File: src/hw/bignum_defines.svh
`ifndef BIGNUM_DEFINES_SVH
`define BIGNUM_DEFINES_SVH

// Width of one operand block in bits
`define BLOCK_WIDTH 32

// Blocks per operand
// Four blocks of 32 bits give a 128-bit operand
`define NUM_BLOCKS 4

`endif

File: src/hw/bignum_pkg.sv
`include "bignum_defines.svh"

package bignum_pkg;

    // One operand or result block
    typedef logic [`BLOCK_WIDTH-1:0] block_t;

    // Outcome of the magnitude comparison of A against B
    typedef enum logic [1:0] {
        CMP_NONE    = 2'd0,
        CMP_LESS    = 2'd1,
        CMP_GREATER = 2'd2,
        CMP_EQUAL   = 2'd3
    } cmp_result_t;

endpackage

File: src/hw/running_comparator.sv
`timescale 1ns/1ps
`default_nettype none

`include "bignum_defines.svh"

module running_comparator
    import bignum_pkg::*;
(
    input  logic        clk_in,
    input  logic        rst_n,
    input  logic        valid,
    input  block_t      block_a,
    input  block_t      block_b,
    output cmp_result_t result,
    output logic        end_comparison
);

    localparam int N = `NUM_BLOCKS;
    localparam int CNT_W = (N > 1) ? $clog2(N) : 1;
    localparam logic [CNT_W-1:0] LAST_CNT = CNT_W'(N - 1);

    // Outcome of the blocks seen so far, CMP_NONE when idle
    cmp_result_t      state;
    logic [CNT_W-1:0] block_count;
    logic             last_block;
    logic             a_gt;
    logic             a_lt;

    assign a_gt = block_a > block_b;
    assign a_lt = block_a < block_b;

    assign last_block     = block_count == LAST_CNT;
    assign end_comparison = valid && last_block;

    // A more significant block that differs overrides the stored outcome
    always_comb begin
        case (state)
            CMP_NONE: begin
                if (!valid)
                    result = CMP_NONE;
                else if (a_gt)
                    result = CMP_GREATER;
                else if (a_lt)
                    result = CMP_LESS;
                else
                    result = CMP_EQUAL;
            end
            default: begin
                if (a_gt)
                    result = CMP_GREATER;
                else if (a_lt)
                    result = CMP_LESS;
                else
                    result = state;
            end
        endcase
    end

    always_ff @(posedge clk_in or negedge rst_n) begin
        if (!rst_n) begin
            state       <= CMP_NONE;
            block_count <= '0;
        end else if (valid) begin
            if (last_block) begin
                // Operand complete, back to idle for the next one
                state       <= CMP_NONE;
                block_count <= '0;
            end else begin
                state       <= result;
                block_count <= block_count + 1'b1;
            end
        end
    end

endmodule

`default_nettype wire

File: src/hw/block_subtractor.sv
`timescale 1ns/1ps
`default_nettype none

module block_subtractor
    import bignum_pkg::*;
(
    input  logic   clk_in,
    input  logic   rst_n,
    input  logic   step,
    input  logic   start,
    input  logic   sub_en,
    input  block_t a,
    input  block_t b,
    output block_t diff
);

    localparam int W = $bits(block_t);

    logic         borrow_q;
    logic         borrow_in;
    logic [W:0]   wide_diff;

    // First block of an operand has no incoming borrow
    assign borrow_in = start ? 1'b0 : borrow_q;

    // Extra top bit comes out set when the block subtraction wraps
    assign wide_diff = {1'b0, a} - {1'b0, b} - {{W{1'b0}}, borrow_in};

    // Pass A through unchanged when no reduction is due
    assign diff = sub_en ? wide_diff[W-1:0] : a;

    always_ff @(posedge clk_in or negedge rst_n) begin
        if (!rst_n) begin
            borrow_q <= 1'b0;
        end else if (step) begin
            borrow_q <= wide_diff[W];
        end
    end

endmodule

`default_nettype wire

File: src/hw/reduce_sequencer.sv
`timescale 1ns/1ps
`default_nettype none

`include "bignum_defines.svh"

module reduce_sequencer
    import bignum_pkg::*;
(
    input  logic        clk_in,
    input  logic        rst_n,
    input  logic        load_valid,
    input  block_t      load_a,
    input  block_t      load_b,
    input  cmp_result_t running_result,
    input  logic        cmp_end,
    output logic        cmp_valid,
    output logic        busy,
    output logic        out_valid,
    output logic        out_last,
    output cmp_result_t cmp_result,
    output block_t      sub_a,
    output block_t      sub_b,
    output logic        sub_start,
    output logic        sub_en
);

    localparam int N = `NUM_BLOCKS;
    localparam int IDX_W = (N > 1) ? $clog2(N) : 1;
    localparam logic [IDX_W-1:0] LAST_IDX = IDX_W'(N - 1);

    // Operand buffers indexed by block position
    block_t           a_mem [N];
    block_t           b_mem [N];
    logic [IDX_W-1:0] wr_idx;
    logic [IDX_W-1:0] rd_idx;
    logic             replay;
    logic             take;

    // Loads are accepted only while no replay is running
    assign take      = load_valid && !replay;
    assign cmp_valid = take;

    // Replay occupies exactly the output window, so busy and out_valid coincide
    assign busy      = replay;
    assign out_valid = replay;
    assign out_last  = replay && (rd_idx == LAST_IDX);

    assign sub_a     = a_mem[rd_idx];
    assign sub_b     = b_mem[rd_idx];
    assign sub_start = replay && (rd_idx == '0);

    // Reduce when A is greater than or equal to B
    assign sub_en = (cmp_result == CMP_GREATER) || (cmp_result == CMP_EQUAL);

    always_ff @(posedge clk_in) begin
        if (take) begin
            a_mem[wr_idx] <= load_a;
            b_mem[wr_idx] <= load_b;
        end
    end

    always_ff @(posedge clk_in or negedge rst_n) begin
        if (!rst_n) begin
            replay     <= 1'b0;
            wr_idx     <= '0;
            rd_idx     <= '0;
            cmp_result <= CMP_NONE;
        end else if (replay) begin
            if (out_last) begin
                // Busy drops the cycle after the final block
                replay <= 1'b0;
                rd_idx <= '0;
            end else begin
                rd_idx <= rd_idx + 1'b1;
            end
        end else if (take) begin
            if (cmp_end) begin
                // Last block taken, hold the outcome and start replay
                cmp_result <= running_result;
                replay     <= 1'b1;
                wr_idx     <= '0;
            end else begin
                wr_idx <= wr_idx + 1'b1;
            end
        end
    end

endmodule

`default_nettype wire

File: src/hw/cond_reduce_top.sv
`timescale 1ns/1ps
`default_nettype none

module cond_reduce_top
    import bignum_pkg::*;
(
    input  logic        clk_in,
    input  logic        rst_n,
    input  logic        load_valid,
    input  block_t      load_a,
    input  block_t      load_b,
    output logic        busy,
    output logic        out_valid,
    output block_t      out_block,
    output logic        out_last,
    output cmp_result_t cmp_result
);

    logic        cmp_valid;
    logic        cmp_end;
    cmp_result_t running_result;
    block_t      sub_a;
    block_t      sub_b;
    logic        sub_start;
    logic        sub_en;

    reduce_sequencer u_sequencer (
        .clk_in         (clk_in),
        .rst_n          (rst_n),
        .load_valid     (load_valid),
        .load_a         (load_a),
        .load_b         (load_b),
        .running_result (running_result),
        .cmp_end        (cmp_end),
        .cmp_valid      (cmp_valid),
        .busy           (busy),
        .out_valid      (out_valid),
        .out_last       (out_last),
        .cmp_result     (cmp_result),
        .sub_a          (sub_a),
        .sub_b          (sub_b),
        .sub_start      (sub_start),
        .sub_en         (sub_en)
    );

    // Compares the blocks as they are loaded
    running_comparator u_comparator (
        .clk_in         (clk_in),
        .rst_n          (rst_n),
        .valid          (cmp_valid),
        .block_a        (load_a),
        .block_b        (load_b),
        .result         (running_result),
        .end_comparison (cmp_end)
    );

    // Borrow advances once per output block
    block_subtractor u_subtractor (
        .clk_in (clk_in),
        .rst_n  (rst_n),
        .step   (out_valid),
        .start  (sub_start),
        .sub_en (sub_en),
        .a      (sub_a),
        .b      (sub_b),
        .diff   (out_block)
    );

endmodule

`default_nettype wire

File: config.mk
export PLATFORM = sky130hd
export DESIGN_NAME = cond_reduce_top
export DESIGN_NICKNAME = d
export VERILOG_FILES = /design/src/hw/bignum_pkg.sv /design/src/hw/running_comparator.sv /design/src/hw/block_subtractor.sv /design/src/hw/reduce_sequencer.sv /design/src/hw/cond_reduce_top.sv
export VERILOG_INCLUDE_DIRS = /design/src /design/src/hw
export SDC_FILE = /design/constraint.sdc
export NUM_CORES = 1
export LEC_CHECK = 0
export BUFFER_PORTS_ARGS = -buffer_cell sky130_fd_sc_hd__buf_2
export CAP_MARGIN = 5
export CORE_MARGIN = 2
export CORE_UTILIZATION = 40
export CTS_BUF_LIST = sky130_fd_sc_hd__clkbuf_4
export CTS_CLUSTER_SIZE = 28
export DETAILED_ROUTE_END_ITERATION = 10
export HOLD_SLACK_MARGIN = 0.15
export PLACE_DENSITY = 0.65
export SETUP_SLACK_MARGIN = 0.1
export SLEW_MARGIN = 20
export SYNTH_ARGS = -nofsm -noshare
export SYNTH_HDL_FRONTEND = slang
export SYNTH_HIERARCHICAL = 1
export SYNTH_SLANG_ARGS = --single-unit
export TNS_END_PERCENT = 100
File: constraint.sdc
create_clock -name clk_in -period 6.4 [get_ports clk_in]
set_clock_uncertainty 0.15 [all_clocks]
set_input_delay 0.96 -clock clk_in [delete_from_list [all_inputs] [get_ports clk_in]]
set_output_delay 0.96 -clock clk_in [all_outputs]
set_load 0.1 [all_outputs]
# After elaboration in Yosys (flattened, before gate mapping)
# Memories as Yosys holds them, arrays and structs flattened.
# Index checks and enable logic that the tools add are counted.
[totals] word_cells=48 reg_bits=12 n_memories=2 input_bits=67 out_inout_bits=37 mem_bits_rw=256
[memory_table] memory="u_sequencer.a_mem" words=4 word_bits=32 rd=1 rd_clocked_by_memory_dff=0 write_ports=1 line="reduce_sequencer.sv:32" text="block_t a_mem [N];"
[memory_table] memory="u_sequencer.b_mem" words=4 word_bits=32 rd=1 rd_clocked_by_memory_dff=0 write_ports=1 line="reduce_sequencer.sv:33" text="block_t b_mem [N];"
[classes] n_bitwise=1 mux=17 reduce_logical=10 magnitude_cmp=2 n_addsub=5 eq_ne=4
[op_table] operator="subtractor 32 x 32 -> 33 bit" count=1
[op_table] operator="subtractor 33 x 1 -> 33 bit" count=1
[op_table] operator="> comparator 32 bit" count=1
[op_table] operator="< comparator 32 bit" count=1
[op_table] operator="2-to-1 mux 32 bit" count=1
[op_table] operator="2-to-1 mux 2 bit" count=9
[op_table] operator="equality test 2 bit, second input constant" count=4
[op_table] operator="2-to-1 mux 1 bit" count=7
[op_table] operator="adder 2 x 1 -> 2 bit, second input constant" count=3
[op_table] operator="logical AND 1 bit" count=4
[op_table] operator="zero test 2 bit" count=2
[op_table] operator="AND reduction 3 bit" count=1
[op_table] operator="AND reduction 2 bit" count=1
[op_table] operator="zero test 1 bit" count=1
[op_table] operator="logical OR 1 bit" count=1
[op_table] operator="NOT 1 bit" count=1

# Depth between registers and ports, before layout
# Gate-level depths: netlist of the first run.
[depth] ltp_word=6 mapped_depth=17 depth_no_buf=15

# By module
# The synthesis of the first run kept the hierarchy.
[by_module_without_submodules] module="reduce_sequencer" seq_area_each_um2=7862.5 cells_per_inst=374 instances=1 area_each_um2=9650.5
[by_module_without_submodules] module="block_subtractor" seq_area_each_um2=25.0 cells_per_inst=437 instances=1 area_each_um2=2947.8
[by_module_without_submodules] module="running_comparator" seq_area_each_um2=100.1 cells_per_inst=135 instances=1 area_each_um2=1106.1

# Least setup slack after synthesis of the first run
# No wires, ideal clock.
[synth_path] kind="register to output" startpoint="register u_sequencer.replay (netlist: u_sequencer/busy)" endpoint="output out_block[25]" stages_incl_launch_ff=14 t_arrival_ns=4.946 t_required_ns=5.290 path_slack_ns=0.344 n_path_buf=1 cell_sequence="dfrtp_1 clkbuf_1 and2_1 nand2b_1 fa_1 ha_1 o21a_1 a41o_1 nor3_4 o311ai_1 a221oi_1 o21bai_1 xnor2_1 mux2i_1"
[synth_via] elab_chain_len=4
[synth_lines] item="from (decl)" line="reduce_sequencer.sv:36" text="logic replay;"
[synth_lines] item="from (signal assigned)" line="reduce_sequencer.sv:64" text="replay <= 1'b0;"
[synth_lines] item="from (signal assigned)" line="reduce_sequencer.sv:71" text="replay <= 1'b0;"
[synth_lines] item="from (signal assigned)" line="reduce_sequencer.sv:80" text="replay <= 1'b1;"
[synth_lines] item="logical AND 1 bit" line="reduce_sequencer.sv:50" text="assign sub_start = replay && (rd_idx == '0);"
[synth_lines] item="net sub_start" line="cond_reduce_top.sv:24" text="logic sub_start;"
[synth_lines] item="2-to-1 mux 1 bit" line="block_subtractor.sv:24" text="assign borrow_in = start ? 1'b0 : borrow_q;"
[synth_lines] item="subtractor 33 x 1 -> 33 bit" line="block_subtractor.sv:27" text="assign wide_diff = {1'b0, a} - {1'b0, b} - {{W{1'b0}}, borrow_in};"
[synth_lines] item="2-to-1 mux 32 bit" line="block_subtractor.sv:30" text="assign diff = sub_en ? wide_diff[W-1:0] : a;"
[synth_lines] item="to (decl)" line="cond_reduce_top.sv:14" text="output block_t out_block,"
# The timed path passes the listed nets, and every way through them passes these cells.

# Worst setup path in the final report of the first run
[layout_path] startpoint="register u_sequencer.rd_idx[0]" endpoint="output out_block[31]"
[layout_via] word_cells_on_any_way=8 cone_classes="add/sub (2); mux (2); reduce/logical (2); memory (2)"
[layout_rtl] item="from (decl)" line="reduce_sequencer.sv:35" text="logic [IDX_W-1:0] rd_idx;"
[layout_rtl] item="from (signal assigned)" line="reduce_sequencer.sv:74" text="rd_idx <= rd_idx + 1'b1;"
[layout_rtl] item="memory (4 x 32 bit)"
[layout_rtl] item="net sub_b[14]" line="cond_reduce_top.sv:23" text="block_t sub_b;"
[layout_rtl] item="subtractor 32 x 32 -> 33 bit" line="block_subtractor.sv:27"
[layout_rtl] item="subtractor 33 x 1 -> 33 bit" line="block_subtractor.sv:27"
[layout_rtl] item="2-to-1 mux 32 bit" line="block_subtractor.sv:30"
# The timed path passes the listed nets, and every way through them passes these cells.

==> reports/metrics.cfg, run 1 <==
[timing]
fin_crit_sh_pct = 95.0
grt_setup_unrepaired = no
fin_tns_setup_ns = 0
hold_viol = 0
worst_pin_slew_ns = 0.825
period_needed_ns = 6.08
drv_slew = 0
setup_violations = 0
fmaxAchievable_mhz = 164
slew_headroom_pct = 45.0

[placement]
io_buffers = 103
dp_hpwl_mm = 20.1
gp_congestion = 0.856

[logic_synthesis]
synthAdderAreaFrac_pct = 9.51
async_reset_ff_share_pct = 4.48
synth.most_common_cell = edfxtp_1
yosysTopAreaCellShare_pct = 56.1
synth-seq-area-share_pct = 58.3
ys_ff_latch = 268
synth_ff_type = edfxtp_1
synth_edf_count = 256
synth_cell_types = 76
netlist_area_um2 = 13700
synth_nets = 1116
yosys.area.top_type = edfxtp_1
synthMuxAreaShare_pct = 11.8
synthXorXnorAreaFrac_pct = 1.66
synth_top_family_by_area = multiplexers
synth_simple_gate_area_share_pct = 5.61
yosysWarnings = 6
synth_compound_area_share_pct = 7.99
syn_inst = 946
yosys-top-cells-area = edfxtp_1 56%, mux4_2 11%, ha_1 9.2%
synth.avg_cell_area_um2 = 14.5
yosys-top-cells-count = 256 x edfxtp_1, 139 x inv_1, 101 x ha_1, 64 x mux4_2, 45 x nand2_1

[die]
ios = 104
rows = 67
coreArea_um2 = 33600
die_h_um = 189
die_area_um2 = 35800
die_x_um = 189
start_util_pct = 40.8

[clocking]
ctsRootBufferMaster = clkbuf_4
path_clk_slew_ns = 0.07
clockBufferDepth = 3
clkLatencyLatePin_ns = 0.68
cts_inserted_buffers = 71
cts_sinks = 268
cts-htree-levels = 3
cts_tree = yes

[worst_setup_path]
worstSetupPathDepth = 14
path_cells = buf_12 -> mux4_2 -> ha_1 -> inv_1 -> ha_1 -> a21oi_2 -> o211ai_1 -> a221oi_4 -> o311ai_2 -> a31o_2 -> a221oi_2 -> mux2_1 -> o2111ai_1 -> buf_12
worstSetupPathType = reg2out
crit_required_ns = 5.29
crit_arrival_ns = 4.97
regToRegSetupSlack_ns = 2.26
crit_fanout = 9
timing.critical_path.buf_inv = 3
rr_worst_depth = 13
crit_family = compound AO/OA/AOI/OAI gates
endpoint_kind = output pin
max_stage_delay_ns = 0.53
start_kind = flip-flop
r2r_start = u_sequencer/rd_idx[0]
crit_path_top_delay_cell = mux4_2
worstReg2RegEnd = u_subtractor/borrow_q
crit_start = u_sequencer/rd_idx[0]
crit_end = out_block[31]

[drt]
wirelength_mm = 29.8
vias_per_cell = 5.23
routedWlPerCell_um = 18.6
dr.pass1.iters = 5
via_count = 8374
dr.first_iter.drc_count = 570
ant_nets = 0
drc = 0

[grt]
grt_pass1_wl_mm = 46.4
grt_max_degree = 59
first_global_vias = 8608
gr-total-overflow = 0
grt_usage_pct = 16.9
antenna_found_initial = 6

[layout]
area_delta_synth_final_pct = 14.8
num-nets-final = 1280
drive_above_1_share_pct = 28.6

[status]
status = finished, final reports clean

[hold_path]
hold_path_class = in2reg

[run]
max_cap_viol_count = 0

[worst reg2reg max path, delay by kind of cell, from the launching register on]
family | cells | cell delay [ns]
AND/OR/NAND/NOR | 3 | 0.82
buffers and inverters | 2 | 0.28
adder cells (fa/ha/maj) | 2 | 0.65
AO/OA/AOI/OAI | 5 | 1.05
multiplexers | 1 | 0.53
flip-flops | 1 | 0.52
[worst min-delay path by stage]
stage / start / to / slack [ns] / cells past startpoint
floorplan: u_comparator/block_count[1] / u_comparator/block_count[1] / 0.33 / 1
global placement: u_comparator/block_count[1] / u_comparator/block_count[1] / 0.35 / 1
detailed placement: u_comparator/block_count[1] / u_comparator/block_count[1] / 0.36 / 1
CTS: load_a[30] / u_sequencer/a_mem[3][30] / 0.30 / 1
global route: load_b[17] / u_sequencer/b_mem[3][17] / 0.31 / 1
finish: load_a[30] / u_sequencer/a_mem[3][30] / 0.36 / 1
[flip-flops by register name, summed over array words and instances, names as in the netlist]
| register | flops |
|---|---|
| u_comparator/block_count | 2 |
| u_sequencer/busy | 1 |
| u_sequencer/b_mem | 128 |
| u_comparator/state | 2 |
| u_sequencer/cmp_result | 2 |
| u_sequencer/a_mem | 128 |
| u_sequencer/wr_idx | 2 |
| u_subtractor/borrow_q | 1 |
| u_sequencer/rd_idx | 2 |
[cells by family (layout without fill, tap and decap cells)]
| group | Yosys count | in the layout |
|---|---|---|
| AND/OR/NAND/NOR | 143 | 143 |
| XOR/XNOR | 26 | 26 |
| adder cells (fa/ha/maj) | 103 | 103 |
| flip-flops | 268 | 268 |
| AO/OA/AOI/OAI | 155 | 155 |
| buffers and inverters | 170 | 374 |
| multiplexers | 81 | 81 |
| other | 0 | 4 |
[through the flow]
| stage | hold slack [ns] | setup slack, ns | instance area, µm² | cells | utilization [%] |
|---|---|---|---|---|---|
| 2_1_floorplan | 0.335 | 0.344 | 13700 | 946 | - |
| 3_3_place_gp | 0.347 | 0.661 | 14700 | 1479 | 43.8 |
| 3_5_place_dp | 0.359 | 0.587 | 14700 | 1479 | 43.8 |
| 4_1_cts | 0.298 | 0.125 | 15700 | 1594 | 46.6 |
| 5_1_grt | 0.313 | 0.111 | 15700 | 1601 | 46.8 |
| 6_report | 0.360 | 0.318 | 15700 | 1602 | 46.8 |
[final cells by class]
cell class              count  area (µm²)
repair buffers            122         713
inverters                 139         522
flip-flops and latches    268        8000
multi-input cells         508        5020
clock buffers             101         758
well taps                 448         561
clock inverters            12         154
fillers                  2917       17900
diodes                      4        10.0
[routing by layer]
metal	GRT usage, %	wire [µm]
met5	0	24
met4	6.07	605
met3	4.10	1740
met2	26.9	14100
met1	22.5	13400
[cell usage in the layout, fill, tap and decap left out, types with 8 or more instances in the layout]
master / n
nand4_1: 10
nand2_1: 45
mux4_2: 64
inv_1: 139
mux2i_1: 10
clkbuf_4: 101
nand3_1: 17
buf_2: 100
o21ai_1: 8
dfrtp_1: 9
ha_1: 101
edfxtp_1: 256
o21ai_0: 27
xnor2_1: 19
a21oi_1: 41
nor2_1: 24
a21o_1: 16
buf_4: 16
[what timing repair did]
action / in CTS / in global routing
endpoints found under the hold margin: 12 / 0
setup endpoints to repair: 11 / 11
hold buffers: 1 / 0
resized for setup: 2 / 3
pin swaps: 0 / 0
buffers inserted: 1 / 4
Power of run 1 is not shown: default switching activity piles up to over one toggle a cycle in this logic, so the estimate is an artifact.
==> run 2: changes to the inputs <==
--- a/config.mk
+++ b/config.mk
@@ -6,15 +6,14 @@
 export SDC_FILE = /design/constraint.sdc
 export NUM_CORES = 1
 export LEC_CHECK = 0
-export BUFFER_PORTS_ARGS = -buffer_cell sky130_fd_sc_hd__buf_2
 export CAP_MARGIN = 5
 export CORE_MARGIN = 2
 export CORE_UTILIZATION = 40
 export CTS_BUF_LIST = sky130_fd_sc_hd__clkbuf_4
 export CTS_CLUSTER_SIZE = 28
 export DETAILED_ROUTE_END_ITERATION = 10
+export DONT_BUFFER_PORTS = 1
 export HOLD_SLACK_MARGIN = 0.15
-export PLACE_DENSITY = 0.65
 export SETUP_SLACK_MARGIN = 0.1
 export SLEW_MARGIN = 20
 export SYNTH_ARGS = -nofsm -noshare
==> reports/metrics.cfg, run 2 (synthesis results as in run 1) <==
[status]
status = finished, final reports clean

[layout]
multi_input_area_um2 = 5150
final_common_cell = edfxtp_1
drive_above_1_share_pct = 25.2
seqCellArea_um2 = 8000
area_delta_synth_final_pct = 14.5
fillers = 3031
num-nets-final = 1218
top_regs = u_sequencer/a_mem: 128 flops, u_sequencer/b_mem: 128 flops
final_cell_mix = 256 x edfxtp_1, 139 x inv_1, 108 x clkbuf_4

[grt]
grt_util_met1_pct = 22.5
grt_usage_pct = 17.5
first_global_vias = 8703
grt.busiest_layer = met2
grt_pass1_wl_mm = 48.0
use_met3_pct = 5.45
grtUsageMet2_pct = 27.8
gr-total-overflow = 0
antenna_found_initial = 2
grt_max_degree = 45

[run]
max_cap_viol_count = 0

[die]
die_area_um2 = 35800
start_util_pct = 40.8
coreArea_um2 = 33600
ios = 104
rows = 67
die_h_um = 189
die_x_um = 189

[clocking]
ctsRootBufferMaster = clkbuf_4
path_clk_slew_ns = 0.06
cts_sinks = 268
clkLatencyLatePin_ns = 0.68
clockBufferDepth = 3
cts-htree-levels = 3
cts_inserted_buffers = 74
cts_tree = yes

[timing]
worst_pin_slew_ns = 1.15
drv_slew = 0
fmaxAchievable_mhz = 167
fin_crit_sh_pct = 93.6
period_needed_ns = 5.99
hold_viol = 0
grt_setup_unrepaired = yes
slew_headroom_pct = 23.5
fin_tns_setup_ns = 0
setup_violations = 0

[placement]
io_buffers = 0
dp_hpwl_mm = 20.2
gp_congestion = 0.795

[hold_path]
hold_end = u_sequencer/a_mem[2][2]
hold_path_class = in2reg
hold_path_depth = 0
min-delay-start = load_a[2]

[worst_setup_path]
crit_fanout = 31
crit_arrival_ns = 4.88
worstSetupPathType = reg2out
start_kind = flip-flop
crit_required_ns = 5.29
regToRegSetupSlack_ns = 2.26
endpoint_kind = output pin
worstReg2RegEnd = u_subtractor/borrow_q
r2r_start = u_sequencer/rd_idx[0]
rr_worst_depth = 14

[drt]
ant_nets = 0
via_count = 8106
vias_per_cell = 5.23
wirelength_mm = 30.1
drc = 0
routedWlPerCell_um = 19.4
dr.pass1.iters = 6
dr.first_iter.drc_count = 443

[run 2: worst max-delay path by stage]
stage / end / slack, ns / start
final: out_block[31] / 0.41 / u_sequencer/rd_idx[0]
after global routing: out_block[30] / 0.08 / u_sequencer/rd_idx[0]
after CTS: out_block[31] / 0.25 / u_sequencer/rd_idx[0]
after detailed placement: out_block[31] / 1.01 / u_sequencer/rd_idx[0]
after global placement: out_block[31] / 1.06 / u_sequencer/rd_idx[0]
after floorplan: out_block[25] / 0.34 / u_sequencer/busy
[run 2: what timing repair did]
action | CTS | global route
buffers inserted | 0 | 0
resized for setup | 0 | 3
endpoints found under the setup margin | 0 | 7
hold buffers | 26 | 0
hold endpoints to repair | 76 | 0
[run 2: per-layer routing]
layer,wire length (µm),part of all wire [%]
met1,13200,44
met2,14000,47
met3,2050,6.8
met4,794,2.6
met5,7,0.023
[run 2: per-stage QoR]
stage | utilization (%) | hold slack (ns) | cells | cell area [µm²] | setup WS [ns]
floorplan | - | 0.335 | 946 | 13700 | 0.344
global placement | 43.1 | 0.345 | 1394 | 14500 | 1.06
detailed placement | 43.2 | 0.354 | 1394 | 14500 | 1.01
CTS | 46.6 | 0.150 | 1549 | 15700 | 0.251
global route | 46.7 | 0.152 | 1550 | 15700 | 0.0775
finish | 46.7 | 0.222 | 1550 | 15700 | 0.413
[run 2: worst max-delay path, cell delays in order, from the launching register on]
cell       delay, ns
dfrtp_4         0.47
buf_12          0.28
mux4_2          0.55
inv_1           0.10
ha_1            0.24
inv_1           0.07
ha_1            0.30
a21oi_2         0.20
o211ai_1        0.16
a221oi_4        0.30
o311ai_2        0.20
a31o_2          0.28
a221oi_2        0.28
mux2_1          0.36
o2111ai_2       0.13
buf_6           0.27
[run 2: cell type report]
| type | count | area share, % |
|---|---|---|
| Sequential cell | 268 | 51.0 |
| Multi-Input combinational cell | 508 | 32.8 |
| Clock buffer | 108 | 5.17 |
| Tap cell | 448 | 3.57 |
| Timing Repair Buffer | 57 | 3.53 |
| Inverter | 139 | 3.33 |
| Clock inverter | 21 | 0.574 |
| Antenna cell | 1 | 0.0160 |
Power of run 2 is left out for the same reason.
